===== config.mk =====
export PLATFORM = sky130hd
export DESIGN_NAME = dcacheCtrl_flat
export DESIGN_NICKNAME = d
export VERILOG_FILES = /design/src/hw/dcacheCfgPkg.sv /design/src/hw/dcacheTypesPkg.sv /design/src/hw/lineAccessIf.sv /design/src/hw/tagLookupIf.sv /design/src/hw/dcacheCtrl.sv /design/src/flat_wrapper.sv
export SDC_FILE = /design/constraint.sdc
export NUM_CORES = 1
export LEC_CHECK = 0
export ABC_CLOCK_PERIOD_IN_PS = 13300
export BUFFER_PORTS_ARGS = -buffer_cell sky130_fd_sc_hd__clkbuf_2
export CAP_MARGIN = 40
export CORE_AREA = 3 3 383 385
export DETAILED_ROUTE_END_ITERATION = 8
export DIE_AREA = 0 0 386 388
export PLACE_DENSITY = 0.38
export SYNTH_ARGS = -nofsm -noshare
export SYNTH_HDL_FRONTEND = slang
export SYNTH_SLANG_ARGS = --single-unit

===== constraint.sdc =====
create_clock -name clk -period 13.3 [get_ports clk]
set_input_delay 0.665 -clock clk [delete_from_list [all_inputs] [get_ports clk]]
set_output_delay 0.665 -clock clk [all_outputs]
set_load 0.05 [all_outputs]

===== src/hw/dcacheCfgPkg.sv =====
// L1 data cache geometry
// address split, way count, lane layout and replacement LFSR seed
`default_nettype none

package dcacheCfgPkg;

	// ----------------------------------------
	// address split: tag | set | offset
	// ----------------------------------------
	localparam int adrWidth = 16;
	localparam int offsetBits = 5;
	localparam int setBits = 5;
	localparam int tagBits = 6;

	// 4 ways x 32 sets, line number is {way, set}
	localparam int numWays = 4;
	localparam int lineNoBits = 7;

	// 32 data bytes plus one lane for the fault code
	localparam int lineBytes = 32;
	localparam int laneCount = 33;
	localparam int wordBytes = 8;

	localparam logic [21:0] lfsrSeed = 22'h1B5E7;

endpackage

`default_nettype wire


===== src/hw/dcacheTypesPkg.sv =====
// L1 data cache types
// request opcode, tag, line number, set, fault code and line/word layouts
`default_nettype none

package dcacheTypesPkg;

	// request kinds on the request port
	typedef enum logic [1:0] {
		opRead = 2'd0,
		opFill = 2'd1,
		opInvLine = 2'd2,
		opInvAll = 2'd3
	} cacheOpE;

	typedef logic [dcacheCfgPkg::tagBits-1:0] tagT;
	typedef logic [dcacheCfgPkg::lineNoBits-1:0] lineNoT;
	typedef logic [dcacheCfgPkg::setBits-1:0] setT;
	typedef logic [2:0] faultT;

	// one lane per byte, top lane carries the fault code
	typedef logic [7:0] byteT;
	typedef logic [dcacheCfgPkg::laneCount-1:0] lineSelT;
	typedef byteT [dcacheCfgPkg::laneCount-1:0] lineT;
	typedef logic [dcacheCfgPkg::wordBytes*8-1:0] wordT;

endpackage

`default_nettype wire


===== src/hw/lineAccessIf.sv =====
// controller to line store link
// line number, byte-lane write and async read data
`timescale 1ns/1ps
`default_nettype none

interface lineAccessIf;
	import dcacheTypesPkg::*;

	lineNoT lineNo;
	logic wr;
	// per-lane write enables, lane 32 is the fault code
	lineSelT sel;
	lineT wdata;
	// reads through at lineNo
	lineT rdata;

	modport ctrl (output lineNo, wr, sel, wdata, input rdata);
	modport store (input lineNo, wr, sel, wdata, output rdata);

endinterface

`default_nettype wire


===== src/hw/tagLookupIf.sv =====
// controller to tag array link
// address and strobes in, hit and line number out
`timescale 1ns/1ps
`default_nettype none

interface tagLookupIf;
	import dcacheCfgPkg::*;
	import dcacheTypesPkg::*;

	// request address, held for the whole strobed cycle
	logic [adrWidth-1:0] adr;
	// allocate on miss, or clear one hit way, or clear everything
	logic allocate;
	logic invLine;
	logic invAll;
	// combinational from adr
	logic hit;
	lineNoT lineNo;

	modport ctrl (output adr, allocate, invLine, invAll, input hit, lineNo);
	modport tags (input adr, allocate, invLine, invAll, output hit, lineNo);

endinterface

`default_nettype wire


===== src/hw/dcacheCtrl.sv =====
// L1 data cache controller
// request accept, fill second cycle, read response register and word select
`timescale 1ns/1ps
`default_nettype none

module dcacheCtrl (
	input wire logic clk,
	input wire logic rst,
	input wire logic reqValid_i,
	input dcacheTypesPkg::cacheOpE reqOp_i,
	input wire logic [dcacheCfgPkg::adrWidth-1:0] reqAdr_i,
	input wire logic [dcacheCfgPkg::lineBytes-1:0] reqSel_i,
	input wire logic [dcacheCfgPkg::lineBytes*8-1:0] reqData_i,
	input dcacheTypesPkg::faultT reqFault_i,
	input wire logic respReady_i,
	output logic reqReady_o,
	output logic respValid_o,
	output logic respHit_o,
	output dcacheTypesPkg::wordT respData_o,
	output dcacheTypesPkg::faultT respFault_o,
	tagLookupIf.ctrl lookup,
	lineAccessIf.ctrl line
);
	import dcacheCfgPkg::*;
	import dcacheTypesPkg::*;

	logic accept;
	logic fillPend;
	lineNoT lineNoQ;
	logic [offsetBits-1:0] offsetQ;
	logic [lineBytes-1:0] selQ;
	lineT wdataQ;
	logic hitQ;
	logic [offsetBits:0] byteIdx;

	// stall for the fill data cycle and for a held response
	assign reqReady_o = !fillPend && (!respValid_o || respReady_i);
	assign accept = reqValid_i && reqReady_o;

	// tag strobes only in the accepting cycle
	assign lookup.adr = reqAdr_i;
	assign lookup.allocate = accept && (reqOp_i == opFill);
	assign lookup.invLine = accept && (reqOp_i == opInvLine);
	assign lookup.invAll = accept && (reqOp_i == opInvAll);

	// ----------------------------------------
	// control state
	// ----------------------------------------
	always_ff @(posedge clk) begin
		if (rst) begin
			fillPend <= 1'b0;
			respValid_o <= 1'b0;
		end else begin
			fillPend <= accept && (reqOp_i == opFill);
			if (accept && (reqOp_i == opRead)) respValid_o <= 1'b1;
			else if (respReady_i) respValid_o <= 1'b0;
		end
	end

	// payload captured on every accept, line number is settled by then
	always_ff @(posedge clk) begin
		if (accept) begin
			lineNoQ <= lookup.lineNo;
			offsetQ <= reqAdr_i[offsetBits-1:0];
			hitQ <= lookup.hit;
			selQ <= reqSel_i;
			wdataQ <= {byteT'(reqFault_i), reqData_i};
		end
	end

	// data lands one cycle after the tag write, fault lane always written
	assign line.lineNo = lineNoQ;
	assign line.wr = fillPend;
	assign line.sel = {1'b1, selQ};
	assign line.wdata = wdataQ;

	// ----------------------------------------
	// response word, zero past the last data byte
	// ----------------------------------------
	always_comb begin
		respData_o = '0;
		byteIdx = '0;
		for (int b = 0; b < wordBytes; b++) begin
			byteIdx = {1'b0, offsetQ} + (offsetBits+1)'(b);
			if (byteIdx < lineBytes) begin
				respData_o[b*8 +: 8] = line.rdata[byteIdx[offsetBits-1:0]];
			end
		end
	end

	assign respHit_o = hitQ;
	assign respFault_o = line.rdata[lineBytes][$bits(faultT)-1:0];

	// held response must not move, the store output included
	assert property (@(posedge clk) disable iff (rst)
		respValid_o && !respReady_i |=> respValid_o && $stable(respHit_o)
		&& $stable(respData_o) && $stable(respFault_o));

	// fill data cycle blocks the port
	assert property (@(posedge clk) disable iff (rst)
		accept && (reqOp_i == opFill) |=> !accept);

endmodule

`default_nettype wire


===== src/flat_wrapper.sv =====
// flat-port wrapper written by rule: the top's interface ports become plain ports
module dcacheCtrl_flat import dcacheCfgPkg::*; import dcacheTypesPkg::*;
  (clk, rst, reqValid_i, reqOp_i, reqAdr_i, reqSel_i, reqData_i, reqFault_i, respReady_i, reqReady_o, respValid_o, respHit_o, respData_o, respFault_o, lookup_adr, lookup_allocate, lookup_invLine, lookup_invAll, lookup_hit, lookup_lineNo, line_lineNo, line_wr, line_sel, line_wdata, line_rdata);
  tagLookupIf lookup_i ();
  lineAccessIf line_i ();
  input wire logic clk;
  input wire logic rst;
  input wire logic reqValid_i;
  input dcacheTypesPkg::cacheOpE reqOp_i;
  input wire logic [dcacheCfgPkg::adrWidth-1:0] reqAdr_i;
  input wire logic [dcacheCfgPkg::lineBytes-1:0] reqSel_i;
  input wire logic [dcacheCfgPkg::lineBytes*8-1:0] reqData_i;
  input dcacheTypesPkg::faultT reqFault_i;
  input wire logic respReady_i;
  output logic reqReady_o;
  output logic respValid_o;
  output logic respHit_o;
  output dcacheTypesPkg::wordT respData_o;
  output dcacheTypesPkg::faultT respFault_o;
  output wire logic [$bits(lookup_i.adr)-1:0] lookup_adr;
  output wire logic [$bits(lookup_i.allocate)-1:0] lookup_allocate;
  output wire logic [$bits(lookup_i.invLine)-1:0] lookup_invLine;
  output wire logic [$bits(lookup_i.invAll)-1:0] lookup_invAll;
  input wire logic [$bits(lookup_i.hit)-1:0] lookup_hit;
  input wire logic [$bits(lookup_i.lineNo)-1:0] lookup_lineNo;
  output wire logic [$bits(line_i.lineNo)-1:0] line_lineNo;
  output wire logic [$bits(line_i.wr)-1:0] line_wr;
  output wire logic [$bits(line_i.sel)-1:0] line_sel;
  output wire logic [$bits(line_i.wdata)-1:0] line_wdata;
  input wire logic [$bits(line_i.rdata)-1:0] line_rdata;
  assign lookup_adr = lookup_i.adr;
  assign lookup_allocate = lookup_i.allocate;
  assign lookup_invLine = lookup_i.invLine;
  assign lookup_invAll = lookup_i.invAll;
  assign lookup_i.hit = lookup_hit;
  assign lookup_i.lineNo = lookup_lineNo;
  assign line_lineNo = line_i.lineNo;
  assign line_wr = line_i.wr;
  assign line_sel = line_i.sel;
  assign line_wdata = line_i.wdata;
  assign line_i.rdata = line_rdata;
  dcacheCtrl u_core (.clk(clk), .rst(rst), .reqValid_i(reqValid_i), .reqOp_i(reqOp_i), .reqAdr_i(reqAdr_i), .reqSel_i(reqSel_i), .reqData_i(reqData_i), .reqFault_i(reqFault_i), .respReady_i(respReady_i), .reqReady_o(reqReady_o), .respValid_o(respValid_o), .respHit_o(respHit_o), .respData_o(respData_o), .respFault_o(respFault_o), .lookup(lookup_i), .line(line_i));
endmodule

==> reports/qor.yml, run 1 <==
run_status:
  status: "finished clean"
floorplanning:
  die_h_microns: 388
  die-area_sq_um: 150000
  io_pins: 979
  start_util_pct: 15.5
  dieWidth_microns: 386
  coreArea_sq_um: 143000
  rows: 139
finish:
  syn2layout_area_growth_pct: 36.5
  stdcell_count: 4545
  fill_cells: 15800
  drive_above_1_share_pct: 52.9
  finalNetCount: 3188
clocking:
  clk_path_buf_depth: 3
  post_cts_buffers: 0
  cts-root-buf: "clkbuf_16"
  cts_htree_levels: 2
  path_clk_slew_ns: 0.06
  cts_tree: "done"
  hold_buffers: 0
  cts.repair.resized: 0
  clkLatencyLatePin_ns: 0.56
  numClockSinks: 306
  cts_inserted_buffers: 35
critical_path:
  cp.required_ns: 12.64
  cp_num_buf_inv: 5
  start_kind: "flop"
  crit_family: "buffers and inverters"
  path_class: "flop to primary output"
  crit_path_end_kind: "primary output"
  cpMostUsedCell: "buf_12"
  slowest_delay_ns: 0.81
  cp_slowest_cell: "nor4_1"
  crit_chain: "buf_4, inv_2, ha_4, buf_12, buf_12, mux2i_1, mux2_2, nor2_1, a211oi_1, nor4_1, clkbuf_2"
  critPathMaxFanout: 97
  cp.arrival_ns: 5.56
route:
  wire_per_inst_microns: 34.8
  avgViaCountPerCell: 4.69
  drtIter0Drc: 2070
  route.antenna.remaining_nets: 0
  routed_wl_mm: 158
  drc_errors: 0
  dr.pass1.iters: 6
  vias: 21300
timing:
  rsz0062_at_grt: "no"
  slew_viol_final: 0
  hold_viol: 0
  fin_skew_ns: 0.0249
  relSlewSlack_pct: 36.1
  setup_violations: 0
  post-route-period-util_pct: 46.8
  tightestPinTransition_ns: 0.950
  max_freq_mhz: 161
  tns_ns: 0
  post-route-min-period_ns: 6.23
logic_synthesis:
  async_flop_share_pct: 0
  syn_area_sq_um: 22300
  yosysTopAreaCell: "edfxtp_1"
  netlist_instances: 1716
  synth_edf_count: 304
  yosys_warnings: 0
  ys_top_cells_by_area: "edfxtp_1 41%, mux4_2 23%, mux2i_1 7.2%"
  synth_flop_cell: "edfxtp_1"
  ys_seq_elements: 306
  ys_seq_area_share_pct: 41.2
  yosysTopAreaCellShare_pct: 41.0
  synth_area_per_cell_sq_um: 13.0
  synth.distinct_cells: 67
power_and_ir_drop:
  peakVddDrop_mv: 0.153
  cellPowerDensity_nw_per_um2: 123
  leakage_nw: 12.2
grt:
  grt-ovfl-total: 0
  grt_pass1_vias: 20900
  grt_pass1_wl_mm: 203
  grt_usage_pct: 20.2
  grt_max_degree: 115
  antenna_found_initial: 102
placed_design:
  dp_hpwl_mm: 132
  globalplace.congestion: 0.963
  placed_cells: 4457
  io_buffers: 939
job:
  drv_cap: 0
hold_path:
  hold_path_class: "input port to flop"
[path summary, 6_finish.rpt]
path | start | to | slack [ns] | depth (start not counted)
setup / recovery | u_core.offsetQ[1] | respData_o[57] | 7.07 | 11
hold / removal | reqData_i[58] | u_core.line.wdata[58] | 0.26 | 1
setup reg to reg | u_core.respValid_o | u_core.line.wdata[115] | 10.05 | 6
hold reg to reg | u_core.respValid_o | u_core.respValid_o | 0.49 | 2
[synthesized netlist by cell type, types with 7 or more instances]
library cell    n
nor2_1         71
a32oi_1         8
o221ai_1        7
a31oi_1        10
mux2i_1       161
clkbuf_1       37
xnor2_1        11
mux4_2        232
ha_1           11
edfxtp_1      304
nand2b_1       14
mux2_2         60
nor4_1         12
buf_2          50
nand2_1       193
buf_1          12
a221oi_1        7
a21oi_1        47
xor2_1          7
a211oi_1       76
buf_4          52
o21ai_1        15
nand4_1        11
nor2b_1        19
and2_1         15
nor3_1         45
nand3_1        33
buf_6          19
inv_1           8
or4_1           7
a2111oi_0       8
and3_1         22
o22ai_1        22
a22oi_1        31
o21ai_0        14
[layout make-up]
cell class | instances | area, sq um | share of cell area, %
diodes | 24 | 60.1 | 0.197
clock buffers | 40 | 895 | 2.94
clock inverters | 23 | 300 | 0.987
inverters | 12 | 45.0 | 0.148
multi-input cells | 1232 | 12200 | 40.0
flip-flops and latches | 306 | 9170 | 30.2
well taps | 1903 | 2380 | 7.83
repair buffers | 1005 | 5390 | 17.7
[report_power, final]
group / leakage (nW) / internal (mW) / switching [mW]
Combinational: 8.70 / 0.468 / 1.08
Sequential: 2.97 / 1.13 / 0.0238
Clock: 0.568 / 0.591 / 0.445
Total: 12.2 / 2.19 / 1.54
[per-layer routing]
metal / vias to the layer above / share of wire, % / track usage, %
met5: - / 0.076 / 0
li1: 8733 / - / -
met4: 16 / 3.0 / 5.51
met2: 1403 / 52 / 36.8
met1: 10900 / 34 / 21.6
met3: 259 / 11 / 7.65
[flip-flops by register name, summed over array words and instances (netlist names)]
name                count
u_core.line.lineNo      7
u_core.line.wdata     259
u_core.line.wr          1
u_core.offsetQ          5
u_core.respHit_o        1
u_core.respValid_o      1
u_core.selQ            32
[cell families (layout without fill, tap and decap cells)]
group,after synthesis,count (layout),share of synthesized area (%)
simple gates,460,460,9.71
mux,453,453,33.7
fa+ha+maj,11,11,0.618
buf+inv,182,1080,4.87
compound gates,279,279,8.80
flops,306,306,41.2
other cells,2,30,0.0337
xor+xnor,23,23,1.07
[metrics by stage]
| stage | total power, mW | setup WS [ns] | area (sq um) | hold WS, ns | utilization [%] |
|---|---|---|---|---|---|
| 3_3_place_gp | 2.70 | 7.60 | 28800 | 0.489 | 20.1 |
| 5_1_grt | 3.87 | 6.86 | 30400 | 0.226 | 21.2 |
| 6_report | 3.74 | 7.07 | 30400 | 0.261 | 21.2 |
| 3_5_place_dp | 2.71 | 7.68 | 29100 | 0.484 | 20.3 |
| 2_1_floorplan | 2.16 | 2.69 | 22300 | 0.704 | - |
| 4_1_cts | 3.78 | 7.07 | 30300 | 0.206 | 21.1 |
[layout by cell type, fill, tap and decap left out, types with 8 or more instances in the layout]
cell | Yosys | layout
a31oi_1 | 10 | 10
and2_1 | 15 | 15
nor4_1 | 12 | 12
ha_1 | 11 | 9
a21oi_1 | 47 | 47
buf_4 | 52 | 48
nand3_1 | 33 | 33
nand2_1 | 193 | 193
o21ai_0 | 14 | 14
nor2_1 | 71 | 70
a2111oi_0 | 8 | 8
clkbuf_16 | 0 | 35
a32oi_1 | 8 | 8
mux2_2 | 60 | 60
nand4_1 | 11 | 11
edfxtp_1 | 304 | 304
nand2b_1 | 14 | 14
clkbuf_2 | 0 | 940
a22oi_1 | 31 | 31
nor3_1 | 45 | 44
nor2b_1 | 19 | 17
and3_1 | 22 | 22
o22ai_1 | 22 | 22
xnor2_2 | 3 | 8
mux2i_1 | 161 | 161
inv_1 | 8 | 8
diode_2 | 0 | 24
o21ai_1 | 15 | 15
a211oi_1 | 76 | 76
mux4_2 | 232 | 232
Power figures use the tool's default switching activity.
==> run 2, diff against run 1 <==
ABC_CLOCK_PERIOD_IN_PS = 6000   (was 13300)
clock period = 6 ns   (was 13.3 ns; I/O delays follow)
==> reports/qor.yml, run 2 (synthesis gave the netlist of run 1 again) <==
critical_path:
  cp.required_ns: 5.70
  crit_family: "buffers and inverters"
  r2r_slack_ns: 3.79
  worstReg2RegEnd: "u_core.line.wdata[97]"
  crit_path_end_kind: "primary output"
  cp_num_buf_inv: 4
  crit_chain: "inv_2, ha_2, buf_4, buf_4, mux4_2, nand2_1, a311o_1, a221oi_1, clkbuf_2"
  slowest_delay_ns: 0.73
  cp_slowest_cell: "ha_2"
  path_class: "flop to primary output"
  cp.arrival_ns: 4.95
  r2r_start: "u_core.respValid_o"
  critPathMaxFanout: 23
  r2r_cells: 5
  start_kind: "flop"
  cpMostUsedCell: "buf_4"
finish:
  syn2layout_area_growth_pct: 49.5
  largest_register_ff_count: 259
  finalNetCount: 3497
  stdcell_area_sq_um: 33300
  final_cell_mix: "940 x clkbuf_2, 304 x edfxtp_1, 298 x dlygate4sd3_1"
  drive_above_1_share_pct: 47.4
  layout_commonest_cell: "clkbuf_2"
timing:
  setup_violations: 0
  rsz0062_at_grt: "no"
  post-route-period-util_pct: 87.5
  fin_skew_ns: 0.0213
  tns_ns: 0
  hold_viol: 0
  tightestPinTransition_ns: 0.935
  post-route-min-period_ns: 5.25
  whs_ns: 0.0276
  relSlewSlack_pct: 37.5
  max_freq_mhz: 191
  slew_viol_final: 0
job:
  drv_cap: 0
floorplanning:
  die_h_microns: 388
  dieWidth_microns: 386
  coreArea_sq_um: 143000
  io_pins: 979
  die-area_sq_um: 150000
  rows: 139
  start_util_pct: 15.5
clocking:
  clk_path_buf_depth: 3
  cts_inserted_buffers: 36
  clkLatencyLatePin_ns: 0.57
  path_clk_slew_ns: 0.06
  cts_tree: "done"
  cts-root-buf: "clkbuf_16"
  numClockSinks: 306
  post_cts_buffers: 0
  cts_htree_levels: 2
route:
  drtIter0Drc: 2097
  avgViaCountPerCell: 4.60
  dr.pass1.iters: 5
  vias: 22300
  route.antenna.remaining_nets: 0
  wire_per_inst_microns: 33.6
  drc_errors: 0
  routed_wl_mm: 163
grt:
  grt_max_degree: 130
  grt_pass1_wl_mm: 212
  grt_pass1_vias: 22700
  grt-ovfl-total: 0
  grt_usage_pct: 21.0
  antenna_found_initial: 85
hold_path:
  whs_path_depth: 1
  hold_path_class: "input port to flop"
  hold_path_end: "u_core.selQ[26]"
  min_from: "reqSel_i[26]"
placed_design:
  placed_area_sq_um: 29200
  io_buffers: 939
  dp_hpwl_mm: 135
  globalplace.congestion: 0.932
power_and_ir_drop:
  cellPowerDensity_nw_per_um2: 251
  peakVddDrop_mv: 0.213
  leakage_nw: 13.5
run_status:
  status: "finished clean"
[run 2: cell count changes in the layout (fill, tap and decap cells not counted), moves of 3 or more]
cell,change
buf_4,+10
bufinv_16,-4
clkinv_1,+5
clkinvlp_4,-3
diode_2,-7
dlygate4sd3_1,+298
inv_6,+4
[run 2: worst max path at each step]
| stage | from | endpoint | slack (ns) | cells after the start |
|---|---|---|---|---|
| finish | u_core.offsetQ[1] | respData_o[52] | 0.75 | 9 |
| global route | u_core.offsetQ[1] | respData_o[52] | 0.54 | 9 |
| CTS | u_core.offsetQ[1] | respData_o[52] | 0.64 | 9 |
| detailed placement | u_core.offsetQ[1] | respData_o[52] | 1.28 | 9 |
| global placement | u_core.offsetQ[1] | respData_o[52] | 1.33 | 9 |
| floorplan | u_core.respValid_o | lookup_allocate | 1.08 | 5 |
[run 2: worst reg2reg max path, stage by stage (launching register included)]
cell and delay (ns):
dfxtp_1 0.31, nand2b_1 0.08, nor2b_1 0.18, and2_4 0.22
buf_16 0.28, buf_12 0.49
[run 2: metrics by stage]
| step | util (%) | total power, mW | std cells | worst slack [ns] |
|---|---|---|---|---|
| final | 23.2 | 8.34 | 4847 | 0.752 |
| after global placement | 20.2 | 6.02 | 4453 | 1.33 |
| after global routing | 23.2 | 8.66 | 4840 | 0.544 |
| after detailed placement | 20.3 | 6.03 | 4467 | 1.28 |
| after CTS | 23.2 | 8.46 | 4829 | 0.638 |
| after floorplan | - | 4.75 | 1720 | 1.08 |
[run 2: power breakdown]
part	total [mW]	internal, mW	switching (mW)
clock network	2.16	1.16	0.995
logic	3.62	1.16	2.46
registers	2.56	2.51	0.0527
total	8.34	4.84	3.51
[run 2: area by class of cell]
class | instances | area [sq um]
Antenna cell | 17 | 42.5
Clock buffer | 43 | 927
Clock inverter | 21 | 170
Fill cell | 15600 | 110000
Inverter | 12 | 45.0
Multi-Input combinational cell | 1232 | 12100
Sequential cell | 306 | 9170
Tap cell | 1903 | 2380
Timing Repair Buffer | 1313 | 8420
[run 2: repair_timing]
item | in CTS | in global routing
hold buffers | 298 | 0
gates resized for setup | 0 | 0
endpoints found under the hold margin | 296 | 0
[run 2: per-layer routing]
metal / global-route usage, % / vias to the layer above / share of wire [%]
met3: 8.11 / 280 / 11
met5: 0 / - / 0.063
met2: 39.2 / 1359 / 53
met4: 6.26 / 14 / 3.6
met1: 21.4 / 11300 / 33
li1: - / 9352 / -
==> run 3, diff against run 2 <==
PLACE_DENSITY = default   (was 0.38)
==> reports/qor.yml, run 3 (synthesis gave the netlist of run 1 again) <==
run_status:
  status: "finished clean"
clocking:
  cts.repair.resized: 0
  clk_path_buf_depth: 3
  cts_inserted_buffers: 37
  numClockSinks: 306
  path_clk_slew_ns: 0.07
  cts_htree_levels: 2
  post_cts_buffers: 0
  cts_tree: "done"
  clkLatencyLatePin_ns: 0.59
  cts-root-buf: "clkbuf_16"
  hold_buffers: 305
critical_path:
  r2r_cells: 4
  cp.arrival_ns: 4.88
  path_class: "flop to primary output"
  crit_chain: "buf_4, ha_1, nand2_1, xor2_1, buf_4, a211oi_1, a311o_1, nor3_1, buf_4, clkbuf_2"
  r2r_start: "u_core.respValid_o"
  cp_slowest_cell: "xor2_1"
  cpMostUsedCell: "buf_4"
  crit_start: "u_core.offsetQ[2]"
  slowest_delay_ns: 0.73
  cp.required_ns: 5.70
  critPathMaxFanout: 30
  start_kind: "flop"
  r2r_slack_ns: 3.36
  worstReg2RegEnd: "u_core.line.wdata[237]"
  crit_path_end_kind: "primary output"
grt:
  grt_usage_pct: 24.7
  grt_max_degree: 127
  grt_pass1_wl_mm: 240
  antenna_found_initial: 206
  grt-ovfl-total: 0
  grt_pass1_vias: 22600
timing:
  hold_viol: 0
  tns_ns: 0
  setup_violations: 0
  rsz0062_at_grt: "no"
  fin_skew_ns: 0.0272
  slew_viol_final: 0
  post-route-period-util_pct: 86.3
  tightestPinTransition_ns: 0.933
  max_freq_mhz: 193
  relSlewSlack_pct: 37.8
  post-route-min-period_ns: 5.18
  whs_ns: 0.0276
finish:
  final_cell_mix: "939 x clkbuf_2, 306 x dlygate4sd3_1, 304 x edfxtp_1"
  stdcell_count: 4895
  layout_commonest_cell: "clkbuf_2"
  drive_above_1_share_pct: 47.2
  regArea_sq_um: 9170
  fill_cells: 15500
  multiInputGateArea_sq_um: 12100
  finalNetCount: 3494
  largest_register_ff_count: 259
  syn2layout_area_growth_pct: 50.9
route:
  dr.pass1.iters: 6
  wire_per_inst_microns: 39.1
  avgViaCountPerCell: 4.79
  route.antenna.remaining_nets: 0
  drc_errors: 0
  routed_wl_mm: 192
  drtIter0Drc: 3020
  vias: 23500
floorplanning:
  start_util_pct: 15.5
  rows: 139
  io_pins: 979
  die-area_sq_um: 150000
  die_h_microns: 388
  dieWidth_microns: 386
  coreArea_sq_um: 143000
placed_design:
  io_buffers: 939
  dp_hpwl_mm: 164
  globalplace.congestion: 1.02
  placed_cells: 4455
hold_path:
  hold_path_end: "u_core.line.wdata[145]"
  min_from: "reqData_i[145]"
  whs_path_depth: 1
  hold_path_class: "input port to flop"
job:
  drv_cap: 0
power_and_ir_drop:
  peakVddDrop_mv: 0.314
  leakage_nw: 13.6
  cellPowerDensity_nw_per_um2: 264
## run 3: through the flow
stage | utilization (%) | setup WS, ns | power [mW] | cell area [sq um]
floorplan | - | 1.08 | 4.75 | 22300
global placement | 20.1 | 1.51 | 6.01 | 28900
detailed placement | 20.2 | 1.48 | 6.05 | 29000
CTS | 23.3 | 0.816 | 8.89 | 33400
global route | 23.4 | 0.617 | 9.13 | 33500
finish | 23.4 | 0.823 | 8.86 | 33600
## run 3: area by class of cell
cell class | instances | share of cell area, %
multi-input cells | 1232 | 36.1
flip-flops and latches | 306 | 27.3
well taps | 1903 | 7.08
inverters | 12 | 0.134
clock inverters | 23 | 1.04
diodes | 66 | 0.491
clock buffers | 44 | 2.96
repair buffers | 1309 | 24.9
## run 3: how the worst max path moves through the flow
stage | slack [ns] | to | cells past startpoint
5_1_grt | 0.62 | respData_o[21] | 10
2_1_floorplan | 1.08 | lookup_allocate | 5
3_3_place_gp | 1.51 | respData_o[19] | 9
4_1_cts | 0.82 | respData_o[21] | 10
3_5_place_dp | 1.48 | respData_o[21] | 10
6_report | 0.82 | respData_o[21] | 10
## run 3: critical path, delay by kind of cell (launching register included)
kind / cells / cell delay [ns]
AO/OA/AOI/OAI: 2 / 0.44
XOR/XNOR: 1 / 0.73
AND/OR/NAND/NOR: 2 / 0.78
flip-flops: 1 / 0.35
buffers and inverters: 4 / 1.30
adder cells (fa/ha/maj): 1 / 0.65
## run 3: report_power, final
| group | switching (mW) | leakage (nW) | internal, mW |
|---|---|---|---|
| Sequential | 0.0599 | 2.97 | 2.51 |
| Clock | 1.02 | 0.639 | 1.57 |
| Combinational | 2.54 | 9.95 | 1.16 |
## run 3: routing by layer
layer	GRT usage (%)	up-vias	wire length (microns)
met5	0	-	469
met4	10.8	68	11000
met2	44.1	1719	97100
met3	11.7	531	23100
met1	24.0	11700	59900
li1	-	9428	-
